`src/prefetch_pkg.sv`:
```
////////////////////////////////////////////////////////////
// Shared types for the instruction prefetch buffer
// Holds the word type, the address width and the FSM state
// encodings used by the controller and the bus port
////////////////////////////////////////////////////////////

package prefetch_pkg;

  ////////////////////////////////////////////////////////////
  // Widths and data types
  ////////////////////////////////////////////////////////////

  // Instruction address width in bits
  localparam int ADDR_W = 32;

  // One instruction word or one fetch address
  typedef logic [ADDR_W-1:0] word_t;

  ////////////////////////////////////////////////////////////
  // State encodings
  ////////////////////////////////////////////////////////////

  // Prefetch controller FSM
  // PF_IDLE waits for the first branch after reset
  // PF_FETCH issues requests whenever there is room
  typedef enum logic {
    PF_IDLE,
    PF_FETCH
  } pf_state_e;

  // Bus port FSM
  // OBI_PASS forwards the controller request combinationally
  // OBI_HELD drives the registered address until the grant
  typedef enum logic {
    OBI_PASS,
    OBI_HELD
  } obi_state_e;

endpackage

```
`src/fetch_fifo_if.sv`:
```
////////////////////////////////////////////////////////////
// Control and status bundle between the prefetch controller
// and the response FIFO
// The controller drives push, pop and flush
////////////////////////////////////////////////////////////

interface fetch_fifo_if #(
  parameter int DEPTH = 2
);

  // Count runs from 0 up to DEPTH inclusive
  localparam int CNT_W = $clog2(DEPTH) + 1;

  // Write the current response word
  logic             push;
  // Drop the head word
  logic             pop;
  // Empty the FIFO for the next cycle
  logic             flush;
  // Number of buffered words
  logic [CNT_W-1:0] cnt;
  // No word buffered
  logic             empty;

  // Controller side
  modport controller (
    output push,
    output pop,
    output flush,
    input  cnt,
    input  empty
  );

  // FIFO side
  modport fifo (
    input  push,
    input  pop,
    input  flush,
    output cnt,
    output empty
  );

endinterface

```
`src/fetch_fifo.sv`:
```
////////////////////////////////////////////////////////////
// Response FIFO of the prefetch buffer
// Circular buffer of DEPTH words with flush
// An empty FIFO passes the bus response straight through
////////////////////////////////////////////////////////////

module fetch_fifo #(
  parameter int DEPTH = 2
) (
  input  logic                clk,
  input  logic                rst_i,

  // Word returned by the bus port
  input  prefetch_pkg::word_t resp_rdata_i,
  // Word presented to the core
  output prefetch_pkg::word_t fetch_rdata_o,

  // Control and status
  fetch_fifo_if.fifo          fifo
);

  localparam int PTR_W = $clog2(DEPTH);
  localparam int CNT_W = PTR_W + 1;

  // Storage
  prefetch_pkg::word_t mem [DEPTH];

  logic [PTR_W-1:0] rd_ptr_q;
  logic [PTR_W-1:0] wr_ptr_q;
  logic [CNT_W-1:0] cnt_q;

  logic             do_push;
  logic             do_pop;

  // Flush wins over push and pop in the same cycle
  assign do_push = fifo.push && !fifo.flush;
  assign do_pop  = fifo.pop && !fifo.flush && (cnt_q != '0);

  assign fifo.cnt   = cnt_q;
  assign fifo.empty = (cnt_q == '0);

  // Head word, or the live response when nothing is buffered
  assign fetch_rdata_o = fifo.empty ? resp_rdata_i : mem[rd_ptr_q];

  ////////////////////////////////////////////////////////////
  // Pointers and occupancy
  ////////////////////////////////////////////////////////////

  // Pointers wrap on their own since DEPTH is a power of two
  always_ff @(posedge clk) begin
    if (rst_i || fifo.flush) begin
      rd_ptr_q <= '0;
      wr_ptr_q <= '0;
      cnt_q    <= '0;
    end else begin
      if (do_push) begin
        wr_ptr_q <= wr_ptr_q + PTR_W'(1);
      end
      if (do_pop) begin
        rd_ptr_q <= rd_ptr_q + PTR_W'(1);
      end
      case ({do_push, do_pop})
        2'b10:   cnt_q <= cnt_q + CNT_W'(1);
        2'b01:   cnt_q <= cnt_q - CNT_W'(1);
        default: cnt_q <= cnt_q;
      endcase
    end
  end

  ////////////////////////////////////////////////////////////
  // Word storage
  ////////////////////////////////////////////////////////////

  always_ff @(posedge clk) begin
    if (do_push) begin
      mem[wr_ptr_q] <= resp_rdata_i;
    end
  end

endmodule

```
`src/obi_instr_port.sv`:
```
////////////////////////////////////////////////////////////
// Instruction bus port on OBI req/gnt and rvalid
// Transparent until a request waits for its grant, then
// holds address and req stable until the grant
////////////////////////////////////////////////////////////

module obi_instr_port (
  input  logic                clk,
  input  logic                rst_i,

  // Transaction request from the controller
  input  logic                trans_valid_i,
  output logic                trans_ready_o,
  input  prefetch_pkg::word_t trans_addr_i,

  // Transaction response
  output logic                resp_valid_o,
  output prefetch_pkg::word_t resp_rdata_o,

  // Instruction bus
  output logic                instr_req_o,
  input  logic                instr_gnt_i,
  output prefetch_pkg::word_t instr_addr_o,
  input  prefetch_pkg::word_t instr_rdata_i,
  input  logic                instr_rvalid_i
);

  prefetch_pkg::obi_state_e state_q, state_d;

  // Address of the request that waits for grant
  prefetch_pkg::word_t addr_q;

  ////////////////////////////////////////////////////////////
  // Request phase
  ////////////////////////////////////////////////////////////

  always_comb begin
    state_d       = state_q;
    trans_ready_o = instr_gnt_i;
    case (state_q)
      prefetch_pkg::OBI_PASS: begin
        instr_req_o  = trans_valid_i;
        instr_addr_o = trans_addr_i;
        // Request without grant is frozen from the next cycle
        if (trans_valid_i && !instr_gnt_i) begin
          state_d = prefetch_pkg::OBI_HELD;
        end
      end
      prefetch_pkg::OBI_HELD: begin
        // Controller address changes are ignored here
        instr_req_o  = 1'b1;
        instr_addr_o = addr_q;
        if (instr_gnt_i) begin
          state_d = prefetch_pkg::OBI_PASS;
        end
      end
      default: begin
        instr_req_o  = 1'b0;
        instr_addr_o = trans_addr_i;
        state_d      = prefetch_pkg::OBI_PASS;
      end
    endcase
  end

  always_ff @(posedge clk) begin
    if (rst_i) begin
      state_q <= prefetch_pkg::OBI_PASS;
    end else begin
      state_q <= state_d;
    end
  end

  // Capture the address when entering the held state
  always_ff @(posedge clk) begin
    if ((state_q == prefetch_pkg::OBI_PASS) && trans_valid_i && !instr_gnt_i) begin
      addr_q <= trans_addr_i;
    end
  end

  ////////////////////////////////////////////////////////////
  // Response phase
  ////////////////////////////////////////////////////////////

  // In order responses need no tagging
  assign resp_valid_o = instr_rvalid_i;
  assign resp_rdata_o = instr_rdata_i;

endmodule

```
`src/prefetch_buffer.sv`:
```
////////////////////////////////////////////////////////////
// Instruction prefetch buffer top level
// Sits between the core fetch stage and the instruction bus
// Joins the controller, the response FIFO and the bus port
////////////////////////////////////////////////////////////

module prefetch_buffer #(
  // FIFO depth and limit of outstanding requests
  // Power of two and at least 2
  parameter int DEPTH = 2
) (
  input  logic                clk,
  input  logic                rst_i,

  // Core fetch side
  input  logic                req_i,
  input  logic                branch_i,
  input  prefetch_pkg::word_t branch_addr_i,
  input  logic                fetch_ready_i,
  output logic                fetch_valid_o,
  output prefetch_pkg::word_t fetch_rdata_o,

  // Instruction bus
  output logic                instr_req_o,
  input  logic                instr_gnt_i,
  output prefetch_pkg::word_t instr_addr_o,
  input  prefetch_pkg::word_t instr_rdata_i,
  input  logic                instr_rvalid_i,

  // High while requests are outstanding or words are buffered
  output logic                busy_o
);

  // Transaction request between controller and bus port
  logic                trans_valid;
  logic                trans_ready;
  prefetch_pkg::word_t trans_addr;

  // Transaction response from the bus port
  logic                resp_valid;
  prefetch_pkg::word_t resp_rdata;

  // FIFO control and status
  fetch_fifo_if #(.DEPTH(DEPTH)) fifo_bus ();

  ////////////////////////////////////////////////////////////
  // Controller
  ////////////////////////////////////////////////////////////

  prefetch_controller #(
    .DEPTH (DEPTH)
  ) i_prefetch_controller (
    .clk           (clk),
    .rst_i         (rst_i),
    .req_i         (req_i),
    .branch_i      (branch_i),
    .branch_addr_i (branch_addr_i),
    .busy_o        (busy_o),
    .trans_valid_o (trans_valid),
    .trans_ready_i (trans_ready),
    .trans_addr_o  (trans_addr),
    .resp_valid_i  (resp_valid),
    .fetch_ready_i (fetch_ready_i),
    .fetch_valid_o (fetch_valid_o),
    .fifo          (fifo_bus.controller)
  );

  ////////////////////////////////////////////////////////////
  // Response FIFO with fall-through
  ////////////////////////////////////////////////////////////

  fetch_fifo #(
    .DEPTH (DEPTH)
  ) i_fetch_fifo (
    .clk           (clk),
    .rst_i         (rst_i),
    .resp_rdata_i  (resp_rdata),
    .fetch_rdata_o (fetch_rdata_o),
    .fifo          (fifo_bus.fifo)
  );

  ////////////////////////////////////////////////////////////
  // Bus port
  ////////////////////////////////////////////////////////////

  obi_instr_port i_obi_instr_port (
    .clk            (clk),
    .rst_i          (rst_i),
    .trans_valid_i  (trans_valid),
    .trans_ready_o  (trans_ready),
    .trans_addr_i   (trans_addr),
    .resp_valid_o   (resp_valid),
    .resp_rdata_o   (resp_rdata),
    .instr_req_o    (instr_req_o),
    .instr_gnt_i    (instr_gnt_i),
    .instr_addr_o   (instr_addr_o),
    .instr_rdata_i  (instr_rdata_i),
    .instr_rvalid_i (instr_rvalid_i)
  );

endmodule

```
`src/prefetch_controller.sv`:
```
////////////////////////////////////////////////////////////
// Prefetch control logic
// Tracks the next fetch address and the outstanding bus
// requests, drops stale responses after a branch and
// drives the response FIFO
////////////////////////////////////////////////////////////

module prefetch_controller #(
  parameter int DEPTH = 2
) (
  input  logic                   clk,
  input  logic                   rst_i,

  // Core side
  input  logic                   req_i,
  input  logic                   branch_i,
  input  prefetch_pkg::word_t    branch_addr_i,
  output logic                   busy_o,

  // Transaction request towards the bus port
  output logic                   trans_valid_o,
  input  logic                   trans_ready_i,
  output prefetch_pkg::word_t    trans_addr_o,

  // Transaction response from the bus port
  input  logic                   resp_valid_i,

  // Fetch handshake towards the core
  input  logic                   fetch_ready_i,
  output logic                   fetch_valid_o,

  // FIFO control
  fetch_fifo_if.controller       fifo
);

  localparam int CNT_W = $clog2(DEPTH) + 1;

  prefetch_pkg::pf_state_e state_q, state_d;

  // Next word-aligned fetch address
  prefetch_pkg::word_t addr_q, addr_d;

  // Granted requests still waiting for rvalid
  logic [CNT_W-1:0] out_q, out_d;
  // How many of those belong to an old stream
  logic [CNT_W-1:0] stale_q, stale_d;

  // Request raised but not yet accepted
  logic held_q, held_d;
  // The held request was issued before a branch
  logic held_stale_q, held_stale_d;

  logic             accept;
  logic             advance;
  logic             resp_stale;
  logic             resp_live;
  logic [CNT_W:0]   inflight;
  logic             room;

  ////////////////////////////////////////////////////////////
  // Request side
  ////////////////////////////////////////////////////////////

  // Outstanding requests plus buffered words bound the FIFO use
  assign inflight = {1'b0, out_q} + {1'b0, fifo.cnt};
  assign room     = (inflight < (CNT_W + 1)'(DEPTH));

  // A raised request stays up until the bus port accepts it
  // New requests wait for the branch cycle to pass
  assign trans_valid_o = held_q ||
                         ((state_q == prefetch_pkg::PF_FETCH) && req_i && !branch_i && room);
  assign trans_addr_o  = addr_q;

  assign accept  = trans_valid_o && trans_ready_i;
  // Only requests of the current stream move the address
  assign advance = accept && !held_stale_q && !branch_i;

  assign held_d       = trans_valid_o && !trans_ready_i;
  assign held_stale_d = held_d && (branch_i || held_stale_q);

  ////////////////////////////////////////////////////////////
  // Response side
  ////////////////////////////////////////////////////////////

  // Responses are in order so the oldest ones are the stale ones
  assign resp_stale = resp_valid_i && (stale_q != '0);
  // Anything arriving in the branch cycle is older than the branch
  assign resp_live  = resp_valid_i && (stale_q == '0) && !branch_i;

  // Fall through when the FIFO is empty and the core takes the word
  assign fifo.push  = resp_live && !(fifo.empty && fetch_ready_i);
  assign fifo.pop   = fifo.empty ? 1'b0 : (fetch_ready_i && !branch_i);
  assign fifo.flush = branch_i;

  // The core ignores the branch cycle
  assign fetch_valid_o = !branch_i && (!fifo.empty || resp_live);

  assign busy_o = (out_q != '0) || !fifo.empty;

  ////////////////////////////////////////////////////////////
  // Next state
  ////////////////////////////////////////////////////////////

  always_comb begin
    state_d = state_q;
    case (state_q)
      prefetch_pkg::PF_IDLE: begin
        // Fetching starts with the first branch
        if (branch_i) begin
          state_d = prefetch_pkg::PF_FETCH;
        end
      end
      prefetch_pkg::PF_FETCH: begin
        // Later branches only redirect the address
        state_d = prefetch_pkg::PF_FETCH;
      end
      default: begin
        state_d = prefetch_pkg::PF_IDLE;
      end
    endcase
  end

  // Fetch address
  always_comb begin
    addr_d = addr_q;
    if (branch_i) begin
      addr_d = {branch_addr_i[prefetch_pkg::ADDR_W-1:2], 2'b00};
    end else if (advance) begin
      addr_d = addr_q + prefetch_pkg::word_t'(4);
    end
  end

  // Outstanding and stale counters
  always_comb begin
    out_d = out_q;
    if (accept) begin
      out_d = out_d + CNT_W'(1);
    end
    if (resp_valid_i) begin
      out_d = out_d - CNT_W'(1);
    end

    stale_d = stale_q;
    if (branch_i) begin
      // Everything still in flight after this cycle is stale
      stale_d = out_d;
    end else begin
      if (resp_stale) begin
        stale_d = stale_d - CNT_W'(1);
      end
      // A held request from before the branch joins the stale ones
      if (accept && held_stale_q) begin
        stale_d = stale_d + CNT_W'(1);
      end
    end
  end

  ////////////////////////////////////////////////////////////
  // Registers
  ////////////////////////////////////////////////////////////

  always_ff @(posedge clk) begin
    if (rst_i) begin
      state_q      <= prefetch_pkg::PF_IDLE;
      addr_q       <= '0;
      out_q        <= '0;
      stale_q      <= '0;
      held_q       <= 1'b0;
      held_stale_q <= 1'b0;
    end else begin
      state_q      <= state_d;
      addr_q       <= addr_d;
      out_q        <= out_d;
      stale_q      <= stale_d;
      held_q       <= held_d;
      held_stale_q <= held_stale_d;
    end
  end

endmodule

```
`config.mk`:
```
export PLATFORM = sky130hd
export DESIGN_NAME = prefetch_buffer
export DESIGN_NICKNAME = d
export VERILOG_FILES = /design/src/prefetch_pkg.sv /design/src/fetch_fifo_if.sv /design/src/fetch_fifo.sv /design/src/obi_instr_port.sv /design/src/prefetch_buffer.sv /design/src/prefetch_controller.sv
export SDC_FILE = /design/constraint.sdc
export NUM_CORES = 1
export LEC_CHECK = 0
export ABC_AREA = 1
export ABC_CLOCK_PERIOD_IN_PS = 3500
export BUFFER_PORTS_ARGS = -buffer_cell sky130_fd_sc_hd__buf_2
export CAP_MARGIN = 20
export CORE_ASPECT_RATIO = 0.6
export CORE_MARGIN = 2
export CORE_UTILIZATION = 45
export CTS_BUF_LIST = sky130_fd_sc_hd__clkbuf_4 sky130_fd_sc_hd__clkbuf_8
export CTS_CLUSTER_DIAMETER = 150
export DETAILED_ROUTE_END_ITERATION = 7
export PLACE_DENSITY = 0.65
export REMOVE_ABC_BUFFERS = 1
export SKIP_LAST_GASP = 1
export SLEW_MARGIN = 10
export SYNTH_ARGS = -nofsm -noshare
export SYNTH_HDL_FRONTEND = slang
export SYNTH_SLANG_ARGS = --single-unit
```
`constraint.sdc`:
```
create_clock -name clk -period 3.5 [get_ports clk]
set_input_delay 0.525 -clock clk [delete_from_list [all_inputs] [get_ports clk]]
set_output_delay 0.525 -clock clk [all_outputs]
set_load 0.02 [all_outputs]
```
; After elaboration in Yosys (flattened, before gate mapping)
; Memory sizes are Yosys's and may differ from the RTL's. A register that Yosys moved wholly into a read port is not among the register bits.
; Cells that the tools add are included.
[classes]
n_addsub = 10
order_cmp = 1
n_eq_ne = 2
muxes = 22
bitwise_logic = 2
reduce_logical = 39
[ops]
columns = op, n
row1 = $mux W32, 3
row2 = $pmux W32 S2, 1
row3 = $add A32 B3 Y32 const B, 1
row4 = $logic_and A1 B1 Y1, 21
row5 = $mux W2, 6
row6 = $reduce_bool A2 Y1, 5
row7 = $mux W1, 8
row8 = $add A2 B1 Y2 const B, 3
row9 = $pmux W1 S2, 3
row10 = $sub A2 B1 Y2 const B, 3
row11 = $logic_not A1 Y1, 5
row12 = $logic_or A1 B1 Y1, 5
row13 = $logic_not A2 Y1, 2
row14 = $pmux W2 S2, 1
row15 = $add A2 B2 Y3, 1
row16 = $lt A3 B2 Y1 const B, 1
row17 = $add A1 B1 Y1 const B, 2
row18 = $eq A2 B1 Y1 const B, 1
row19 = $eq A2 B2 Y1 const B, 1
row20 = $not A1 Y1, 2
row21 = $reduce_or A2 Y1, 1
[word_totals]
regBits = 76
mem_bits_rw = 64
input_bits = 71
output_inout_bits = 67
word_cells = 89
memories = 1
[memory_table]
columns = name, words, word_bits, rd, rd_clocked_by_memory_dff, write_ports, line_no
row1 = i_fetch_fifo.mem, 2, 32, 1, 1, 1, fetch_fifo.sv:26  ; prefetch_pkg::word_t mem [DEPTH];

; Logic depth before layout (Yosys ltp)
; Gate-level depths: netlist of the first run.
[depth]
word_depth = 9
mapped_depth = 13
mapped_depth_nobuf = 13

; Modules after synthesis
; Synthesis of the first run repeated with hierarchy kept, for this count alone.
[hier_totals]
cells_unflattened = 903
hier_area_um2 = 7319.5
[modules_own_cells]
columns = module, n_inst, cells_per_inst, area_each_um2, seq_area_each_um2
row1 = fetch_fifo, 1, 275, 2951.6, 2021.9
row2 = prefetch_controller, 1, 449, 2637.5, 740.7
row3 = obi_instr_port, 1, 179, 1730.4, 980.9

; Worst setup path before layout of the first run
; No wires, ideal clock.
[synth_path]
path_kind = register to register
startpoint = register i_fetch_fifo.cnt_q[0], in the netlist i_fetch_fifo.fifo.cnt[0]
endpoint = register i_obi_instr_port.addr_q[10], enable pin
setup_ns = 0.417
arrival_ns = 2.528
required_ns = 3.083
setup_slack_ns = 0.555
stages_incl_launch_ff = 9
n_path_buf = 0
period_less_slack_ns = 2.945
path_cell_list = dfxtp_1 > nand2_1 > inv_1 > fa_1 > nor2_1 > nand2_2 > nand2_4 > nand2_1 > nor2_1
[synth_between]
elab_chain_len = 6
[synth_rtl]
columns = element, line_no
row1 = "start, declared", fetch_fifo.sv:30  ; logic [CNT_W-1:0] cnt_q;
row2 = "start signal, assigned", fetch_fifo.sv:63  ; 2'b10: cnt_q <= cnt_q + CNT_W'(1);
row3 = "start signal, assigned", fetch_fifo.sv:64  ; 2'b01: cnt_q <= cnt_q - CNT_W'(1);
row4 = "start signal, assigned", fetch_fifo.sv:65  ; default: cnt_q <= cnt_q;
row5 = $add A2 B2 Y3, prefetch_controller.sv:65  ; assign inflight = {1'b0, out_q} + {1'b0, fifo.cnt};
row6 = $lt A3 B2 Y1, prefetch_controller.sv:66  ; assign room = (inflight < (CNT_W + 1)'(DEPTH));
row7 = $logic_and A1 B1 Y1, prefetch_controller.sv:71  ; ((state_q == prefetch_pkg::PF_FETCH) && req_i && !branch_i && room);
row8 = $logic_or A1 B1 Y1, prefetch_controller.sv:70  ; assign trans_valid_o = held_q ||
row9 = $logic_and A1 B1 Y1 (2 in a row), obi_instr_port.sv:75  ; if ((state_q == prefetch_pkg::OBI_PASS) && trans_valid_i && !instr_gnt_i) begin
row10 = "end signal, assigned", obi_instr_port.sv:76  ; addr_q <= trans_addr_i;
row11 = "end, declared", obi_instr_port.sv:31  ; prefetch_pkg::word_t addr_q;
; No other way between the ends.
; A chain may end at the register's enable or synchronous reset.

==> results of run 1 <==
-- cells in the final DEF (no fill, tap or decap), drive strengths merged, types with 2 or more instances in the layout --
cell type / n
o21a: 2
ha: 4
o21ai: 112
nand3: 55
dfxtp: 43
nand3b: 4
nor2: 79
nor3: 2
edfxtp: 94
clkbuf: 17
conb: 2
a21oi: 30
nand4: 2
nand2: 263
buf: 143
xor2: 4
clkinvlp: 4
or2: 2
inv: 100
-- cells by family (layout without fill, tap and decap cells) --
logic type / Yosys count / in the layout / share of synthesized area, %
compound gates: 147 / 147 / 11.04
other cells: 1 / 2 / 0.05517
simple gates: 408 / 408 / 25.27
fa+ha+maj: 5 / 5 / 1.031
mux: 1 / 1 / 0.1473
xor+xnor: 5 / 5 / 0.6442
flops: 137 / 137 / 54.19
buf+inv: 126 / 266 / 7.620
-- registers in the layout (all words and copies together) (netlist names), named ones only --
register	count
i_prefetch_controller.trans_addr_o	30
i_obi_instr_port.state_q	1
i_prefetch_controller.out_q	2
i_prefetch_controller.state_q	1
i_fetch_fifo.rd_ptr_q	1
i_prefetch_controller.stale_q	2
i_prefetch_controller.held_stale_q	1
i_prefetch_controller.held_q	1
i_fetch_fifo.fifo.cnt	2
i_fetch_fifo.mem	64
i_fetch_fifo.wr_ptr_q	1
i_obi_instr_port.addr_q	30
-- worst paths after layout --
kind,startpoint,to,slack [ns],cells past startpoint
max,flop,fetch_rdata_o[11],0.91,4
min,branch_addr_i[11],i_prefetch_controller.trans_addr_o[11],0.28,3
min reg2reg,i_fetch_fifo.rd_ptr_q,flop,0.48,2
max reg2reg,i_fetch_fifo.fifo.cnt[0],i_prefetch_controller.trans_addr_o[22],1.09,13
-- per-layer routing --
layer	track usage (%)	vias to the layer above
li1	-	2959
met1	36.78	2525
met2	28.22	236
met3	4.462	14
met4	5.106	0
met5	0	-
-- per-stage QoR --
step	hold slack, ns	power [W]	instances	area (um^2)
CTS	0.2672	0.003562	1168	8013
global placement	0.4506	0.002271	1136	7624
floorplan	0.4343	0.002094	796	6625
detailed placement	0.4605	0.002276	1136	7624
finish	0.2840	0.003544	1169	8020
global route	0.2607	0.003685	1169	8020
-- critical path, stage by stage, from the launching register on --
cell and delay [ns]:
dfxtp_2 0.67, buf_4 0.38, o21ai_0 0.15, o21ai_0 0.21, buf_2 0.21
-- power by group through the flow --
stage	registers, W	clock network [W]	logic (W)
after floorplan	0.00185	0	0.000241
after global placement	0.00187	0	0.000404
after detailed placement	0.00187	0	0.000408
after CTS	0.00183	0.00132	0.000409
after global routing	0.00184	0.00139	0.000454
final	0.00183	0.00130	0.000410
-- layout make-up --
class	count	area, um^2
clock inverters	15	155.1
clock buffers	17	234.0
well taps	198	247.7
fillers	1412	6614
repair buffers	143	740.7
flip-flops and latches	137	3686
multi-input cells	568	2615
inverters	91	341.6
==> metrics.md, run 1 <==
| Metric | Value |
|---|---|
| Synth area leaders | edfxtp_1 42%, nand2_1 14%, dfxtp_1 13% |
| Fin util | 54.81% |
| Pre-CTS setup slack | 1.074 ns |
| Period minus WS final | 2.586 ns |
| Fraction of layout cells with a size suffix above 1 | 20.70% |
| Routed Antenna Nets | 0 |
| Hold Vio Cnt, Final | 0 |
| Top cell type's share of synthesized area | 41.52% |
| Final WS setup | 0.9142 ns |
| Initial antenna violation count | 0 |
| Tightest Hold Check Type | primary input to flop |
| CTS Buf Count | 17 |
| Fmax | 0.3867 GHz |
| Die X-Extent | 162.7 um |
| Diodes inserted | 0 |
| Predominant post-synthesis flop cell | edfxtp_1 |
| Count leader, synth | nand2_1 |
| Hold buffer count at CTS | 0 |
| Clk_lat worst skew | 0.44 ns |
| Mean area per synthesized cell | 8.190 um^2 |
| Total core area | 0.01463 mm^2 |
| CP arrival | 2.06 ns |
| Max layer used | met4 |
| Met2 routed WL | 6.294 mm |
| Syn Inst Count | 830 |
| Power per Cell Area | 441.9 mW/mm^2 |
| H-tree depth | 4 |
| Grt total ovfl | 0 |
| Slew @ Worst Pin | 0.5962 ns |
| Total number of yosys warnings | 0 |
| Max_cap viols | 0 |
| I/O Pins | 138 |
| WL met1 | 9.115 mm |
| Leakage | 3.328 nW |
| Max VDD drop | 0.0002391 V |
| Vias in the first global route | 5045 |
| Largest net degree at the start of global routing | 66 |
| Num rows | 34 |
| Setup_tns | 0 ns |
| Unrepaired setup endpoints after global routing | false |
| Die area | 0.01614 mm^2 |
| Chip height | 99.21 um |
| Initial Utilization | 46.45% |
| Final Cycle Share | 73.88% |
| First-pass GRT wire length | 27.04 mm |
| Dpl hpwl | 12.51 mm |
| Total clock sinks | 137 |
| Max Slew Vio Count | 0 |
| Avg WL per Cell | 14.76 um |
| Via count | 5734 |
| Post-CTS Resized | 0 |
| Layout area overhead | 17.98% |
| Maximum fanout along the worst path | 34 |
| CP startpoint kind | flop |
| Slew Limit Headroom | 60.21% |
| Global-route total usage across every layer | 21.99% |
| Clk pwr share | 36.7% |
| Detailed Route Iter0 Violations | 552 |
| Commonest cells in the netlist | 257 x nand2_1, 102 x o21ai_0, 94 x edfxtp_1, 88 x inv_1, 71 x nor2_1 |
| Critical path endpoint category | output port |
| GPL Wtd Cong | 0.9198 |
| Yosys top cell by area | edfxtp_1 |
| Gate power share | 11.6% |
| IO Port Bufs | 133 |
| CTS tree | built |
| Root Driver | clkbuf_8 |
| Max Clock Skew | 0.01075 ns |
| Final Setup Violations | 0 |
| CTS clk-pin slew, worst paths | 0.08 ns |
| Total Wirelength | 17.26 mm |
| Mapped Area | 0.006798 mm^2 |
| Detailed Routing Iterations Pass 1 | 5 |
| Max clock buf depth | 2 |
| Outcome | complete, no violations |
| Worst Path Required | 2.97 ns |
| Yosys reg bits | 137 |
| # Post-CTS Setup Buffers | 0 |
| Sequential Power Share | 51.7% |
| WS Path Type | flop to output port |
| Post-synth EDFFs | 94 |
| Met3 WL | 1.723 mm |
| Psw | 0.001034 W |
| Asr flop ratio synth | 0% |
| Switching Share | 29.17% |
| DRC viols | 0 |
| Avg Vias per Cell | 4.905 |
| Register area share after synthesis | 54.19% |
| Pint | 0.002510 W |
| Synth cell types | 36 |
| Nets | 1034 |
(Power assumes the default switching activity.)
==> run 2: changes to the inputs <==
ABC_AREA = 0   (was 1)
ABC_CLOCK_PERIOD_IN_PS = 2600   (was 3500)
PLACE_DENSITY = 0.66   (was 0.65)
clock period = 2.6 ns   (was 3.5 ns; I/O delays follow)
==> metrics.md, run 2 <==
| Metric | Value |
|---|---|
| Outcome | complete, no violations |
| Tot Pwr | 0.004984 W |
| Avg WL per Cell | 16.73 um |
| Initial Utilization | 46.10% |
| Synth cell types | 54 |
| Psw | 0.001277 W |
| Most frequent cell on the critical path | buf_6 |
| Leakage | 2.874 nW |
| Global-route total usage across every layer | 19.44% |
| IO Port Bufs | 133 |
| DRC viols | 0 |
| Syn Inst Count | 537 |
| Detailed Route Iter0 Violations | 325 |
| Max Clock Skew | 0.01534 ns |
| CTS tree | built |
| Commonest non-fill, non-tap cell in the layout | buf_2 |
| Total clock sinks | 137 |
| Root Driver | clkbuf_8 |
| Leading cell types in the layout, fill and taps excluded | 132 x buf_2, 94 x edfxtp_1, 48 x nand2_1, 47 x o21ai_0, 41 x dfxtp_1 |
| Mean area per synthesized cell | 11.70 um^2 |
| Layout area overhead | 23.41% |
| Delay-heaviest family, CP | adder cells |
| Pre-CTS setup slack | 0.04365 ns |
| Dpl hpwl | 9.737 mm |
| Predominant post-synthesis flop cell | edfxtp_1 |
| Yosys top cell by area | edfxtp_1 |
| Asr flop ratio synth | 0% |
| Worst path bufs/invs | 2 |
| Hold buffer count at CTS | 0 |
| Yosys reg bits | 137 |
| Maximum fanout along the worst path | 4 |
| Total Wirelength | 14.49 mm |
| Diodes inserted | 0 |
| Setup_tns | 0 ns |
| Tightest Hold Check Type | primary input to flop |
| Sequential Power Share | 49.5% |
| Clk pwr share | 38.8% |
| Fmax | 0.3889 GHz |
| CP arrival | 2.18 ns |
| RR Endpoint | i_prefetch_controller.trans_addr_o[26] |
| Max VDD drop | 0.0003231 V |
| Power per Cell Area | 643.0 mW/mm^2 |
| Top cell type's share of synthesized area | 44.94% |
| Commonest cells in the netlist | 94 x edfxtp_1, 48 x nand2_1, 47 x o21ai_0, 43 x dfxtp_1, 39 x nor2_1 |
| CTS clk-pin slew, worst paths | 0.09 ns |
| GPL Wtd Cong | 0.7985 |
| Max Slew Vio Count | 0 |
| Mapped Area | 0.006281 mm^2 |
| Chip height | 95.52 um |
| Total number of yosys warnings | 0 |
| Fraction of layout cells with a size suffix above 1 | 34.73% |
| Max reg flops | 64 |
| Avg Vias per Cell | 5.360 |
| Slew @ Worst Pin | 0.6058 ns |
| Register area share after synthesis | 58.65% |
| Met3 Track Usage GR | 3.864% |
| Largest net degree at the start of global routing | 67 |
| Max clock buf depth | 2 |
| Via count | 4642 |
| Cell count along the critical path | 7 |
| Critical path endpoint | instr_req_o |
| Pint | 0.003707 W |
| Die area | 0.01495 mm^2 |
| CTS Buf Count | 17 |
| Largest stage delay on the critical path | 0.61 ns |
| GRT Max-Usage Layer | met1 |
| Slew Limit Headroom | 59.30% |
| Routed Antenna Nets | 0 |
| Final Cycle Share | 98.90% |
| Hold_ws | 0.1529 ns |
| Final WS setup | 0.02870 ns |
| Fin util | 56.89% |
| Critical Path Start | i_prefetch_controller.out_q[0] |
| Unrepaired setup endpoints after global routing | true |
| Clk_lat worst skew | 0.43 ns |
| Switching Share | 25.62% |
| Initial antenna violation count | 0 |
| WS Path Type | flop to output port |
| Met1 Use GR | 28.78% |
| CP max-delay cell | fa_2 |
| Top reg by flops | i_fetch_fifo.mem |
| I/O Pins | 138 |
| Worst Reg-to-Reg Cells | 7 |
| Num rows | 33 |
| Die X-Extent | 156.5 um |
| R2R Path Start | i_prefetch_controller.out_q[0] |
| Synth area leaders | edfxtp_1 45%, dfxtp_1 14%, mux2i_1 5.6% |
| FF-to-FF setup slack | 0.06 ns |
| Met2 usage | 28.67% |
| H-tree depth | 4 |
| Total core area | 0.01363 mm^2 |
| Detailed Routing Iterations Pass 1 | 5 |
| CP startpoint kind | flop |
| Critical path endpoint category | output port |
| Nets | 754 |
| Max_cap viols | 0 |
| Hold Vio Cnt, Final | 0 |
| Period minus WS final | 2.571 ns |
| Grt total ovfl | 0 |
| Post-synth EDFFs | 94 |
| CP cell instances | and2_4 > fa_2 > nor2_2 > a41oi_2 > buf_6 > nand2b_4 > buf_6 |
| Worst Path Required | 2.21 ns |
| Gate power share | 11.8% |
| Vias in the first global route | 4355 |
| Count leader, synth | edfxtp_1 |
| First-pass GRT wire length | 22.36 mm |
| Final Setup Violations | 0 |
==> run 2: how the worst min path moves through the flow <==
stage                                                 startpoint                           to  slack [ns]  depth (start not counted)
after CTS                                       instr_rdata_i[0]       i_fetch_fifo.mem[1][0]        0.13                          1
after global placement    i_prefetch_controller.trans_addr_o[29]  i_obi_instr_port.addr_q[29]        0.44                          0
final                                           instr_rdata_i[0]       i_fetch_fifo.mem[1][0]        0.15                          1
after floorplan           i_prefetch_controller.trans_addr_o[29]  i_obi_instr_port.addr_q[29]        0.43                          0
after global routing                           instr_rdata_i[17]      i_fetch_fifo.mem[0][17]        0.13                          1
after detailed placement  i_prefetch_controller.trans_addr_o[29]  i_obi_instr_port.addr_q[29]        0.45                          0
==> run 2: layout make-up <==
| type | instances | area (um^2) |
|---|---|---|
| multi-input combinational | 353 | 2486 |
| tap | 175 | 219.0 |
| inverter | 13 | 48.80 |
| sequential | 137 | 3686 |
| clock inverter | 14 | 196.4 |
| fill | 1168 | 5874 |
| clock buffer | 18 | 241.5 |
| timing repair buffer | 156 | 873.3 |
==> run 2: power groups by stage <==
stage          clock network, W  logic (W)  registers (W)
2_1_floorplan                 0   0.000338        0.00250
3_3_place_gp                  0   0.000552        0.00251
3_5_place_dp                  0   0.000564        0.00251
4_1_cts                 0.00197   0.000572        0.00246
5_1_grt                 0.00206   0.000639        0.00248
6_report                0.00193   0.000586        0.00247
==> run 2: worst register-to-register path, delay by kind of cell (launching register included) <==
| kind | cells | cell delay, ns |
|---|---|---|
| compound gates | 2 | 0.39 |
| flops | 1 | 0.32 |
| simple gates | 4 | 1.24 |
| fa+ha+maj | 1 | 0.50 |
==> run 2: repair_timing <==
item / 4_1_cts / 5_1_grt
setup buffers: 2 / 2
hold endpoints to repair: 0 / 0
setup endpoints to repair: 2 / 15
pin swaps: 1 / 3
gates resized for setup: 1 / 15
==> run 2: cells by family after synthesis <==
family | share of synthesized area [%]
and+or+nand+nor | 12.81
buffers and inverters | 3.167
muxes | 10.24
xor gates and xnor gates | 4.044
AOI/OAI and AO/OA | 9.921
DFF | 58.65
adders and majority gates | 1.116
other | 0.05970
==> run 2: metrics by stage <==
step | std cells | instance area (um^2)
2_1_floorplan | 503 | 6135
3_3_place_gp | 830 | 7208
3_5_place_dp | 830 | 7208
4_1_cts | 864 | 7665
5_1_grt | 866 | 7751
6_report | 866 | 7751
==> run 2: per-layer routing <==
metal / share of wire [%] / wire length [um]
met1: 50 / 7226
met2: 44 / 6357
met3: 5.0 / 719
met4: 1.2 / 181
met5: 0 / 0
==> run 3: changes to the inputs <==
CORE_ASPECT_RATIO = 1.5   (was 0.6)
==> metrics.md, run 3 (same netlist as run 2, synthesis figures left out) <==
| Metric | Value |
|---|---|
| Layout area overhead | 21.43% |
| Initial antenna violation count | 1 |
| First-pass GRT wire length | 22.02 mm |
| Power per Cell Area | 624.8 mW/mm^2 |
| Tightest Hold Check Type | primary input to flop |
| Worst path bufs/invs | 1 |
| Max_cap viols | 0 |
| Area occupied by registers | 0.003686 mm^2 |
| Max VDD drop | 0.0003434 V |
| I/O Pins | 138 |
| Critical path endpoint category | flop |
| Avg Vias per Cell | 5.384 |
| WS Path Type | flop to flop |
| Fillers | 1164 |
| Final Cycle Share | 97.57% |
| Delay-heaviest family, CP | simple AND/OR/NAND/NOR gates |
| GPL Wtd Cong | 0.7842 |
| Chip height | 148.7 um |
| Routed Antenna Nets | 0 |
| Die X-Extent | 100.5 um |
| Max reg flops | 64 |
| Fmax | 0.3942 GHz |
| Commonest non-fill, non-tap cell in the layout | buf_2 |
| Slew @ Worst Pin | 0.6301 ns |
| Clk pwr share | 36.3% |
| Max clock buf depth | 2 |
| Avg WL per Cell | 15.97 um |
| Design area | 0.007627 mm^2 |
| Largest stage delay on the critical path | 0.49 ns |
| Total core area | 0.01360 mm^2 |
| Total clock sinks | 137 |
| Max Clock Skew | 0.008518 ns |
| CP cell instances | and2_1 > fa_2 > nor2_2 > a41oi_2 > buf_4 > or3_4 > or4_1 > a31oi_1 |
| Pint | 0.003522 W |
| Psw | 0.001244 W |
| CP max-delay cell | fa_2 |
| Slew Limit Headroom | 57.67% |
| Dpl hpwl | 9.327 mm |
| CP startpoint kind | flop |
| CP arrival | 2.89 ns |
| Layout Cells excl Fill | 852 |
| Hold buffer count at CTS | 0 |
| Hold Vio Cnt, Final | 0 |
| CTS clk-pin slew, worst paths | 0.08 ns |
| Period minus WS final | 2.537 ns |
| Final Setup Violations | 0 |
| CTS tree | built |
| Sequential Power Share | 51.6% |
| IO Port Bufs | 133 |
| Root Driver | clkbuf_8 |
| Vias in the first global route | 4596 |
| Unrepaired setup endpoints after global routing | true |
| H-tree depth | 4 |
| Diodes inserted | 0 |
| Area of the multi-input gates | 0.002441 mm^2 |
| Total Wirelength | 13.60 mm |
| Worst Path Required | 2.96 ns |
| Detailed Routing Iterations Pass 1 | 4 |
| CTS Buf Count | 17 |
| Max Slew Vio Count | 0 |
| Via count | 4587 |
| Detailed Route Iter0 Violations | 177 |
| DRC viols | 0 |
| Top reg by flops | i_fetch_fifo.mem |
| Tot Pwr | 0.004765 W |
| Nets | 753 |
| Global-route total usage across every layer | 18.66% |
| Switching Share | 26.10% |
| Leading cell types in the layout, fill and taps excluded | 132 x buf_2, 94 x edfxtp_1, 48 x nand2_1, 47 x o21ai_0, 41 x dfxtp_1 |
| Clk_lat worst skew | 0.43 ns |
| Leakage | 2.834 nW |
| Maximum fanout along the worst path | 5 |
| Die area | 0.01494 mm^2 |
| Num rows | 52 |
| Gate power share | 12.1% |
| DP Area | 0.007159 mm^2 |
| Grt total ovfl | 0 |
| Cells after DPL | 815 |
| Largest net degree at the start of global routing | 67 |
| Fraction of layout cells with a size suffix above 1 | 33.77% |
| Initial Utilization | 46.19% |
| Outcome | complete, no violations |
[run 3: cell count changes in the layout (fill, tap and decap cells not counted), moves of 2 or more]
cell	change
clkinvlp_4	+2
bufinv_16	-2
nor3_2	-2
nor3_1	+2
[run 3: worst reg2reg max path, delay by kind of cell, from the launching register on]
family | cells | cell delay (ns)
adder cells (fa/ha/maj) | 1 | 0.49
AND/OR/NAND/NOR | 4 | 1.16
buffers and inverters | 1 | 0.19
flip-flops | 1 | 0.31
AO/OA/AOI/OAI | 2 | 0.32
[run 3: power groups by stage]
stage	Sequential, W	Combinational (W)	Clock, W
after detailed placement	0.00251	0.000565	0
after global routing	0.00247	0.000636	0.00188
final	0.00246	0.000577	0.00173
after CTS	0.00246	0.000569	0.00178
after global placement	0.00251	0.000550	0
after floorplan	0.00250	0.000338	0
[run 3: path summary, 6_finish.rpt]
path	from	to	slack, ns	cells after the start
setup / recovery	i_prefetch_controller.out_q[0]	i_prefetch_controller.trans_addr_o[26]	0.06	8
hold / removal	instr_rdata_i[11]	i_fetch_fifo.mem[0][11]	0.16	1
setup reg to reg	i_prefetch_controller.out_q[0]	i_prefetch_controller.trans_addr_o[26]	0.06	8
hold reg to reg	i_prefetch_controller.trans_addr_o[29]	i_obi_instr_port.addr_q[29]	0.47	0
[run 3: metal layers]
layer / track usage, % / share of wire (%)
met2: 33.26 / 52
met1: 21.20 / 41
met5: 0 / 0.088
met4: 6.986 / 1.5
met3: 4.840 / 5.1
[run 3: timing repair]
| action | 4_1_cts | 5_1_grt |
|---|---|---|
| buffers inserted | 1 | 4 |
| endpoints found under the setup margin | 1 | 8 |
| gates resized for setup | 0 | 9 |
| pin swaps | 1 | 4 |
[run 3: cell type report]
| type | instances | share of cell area [%] |
|---|---|---|
| clock inverters | 13 | 1.919 |
| inverters | 13 | 0.6398 |
| flip-flops and latches | 137 | 48.33 |
| multi-input cells | 353 | 32.00 |
| clock buffers | 19 | 3.264 |
| repair buffers | 155 | 11.19 |
| well taps | 162 | 2.657 |
[run 3: through the flow]
step                setup TNS, ns  util, %  hold WS (ns)  setup WS, ns
finish                          0    56.09        0.1621       0.06312
detailed placement              0    52.65        0.4533       0.04511
global route              -0.1459    56.09        0.1234      -0.04997
floorplan                 -130.44        -        0.4298        -1.651
CTS                             0    55.61        0.1314       0.01373
global placement                0    52.65        0.4458        0.1015
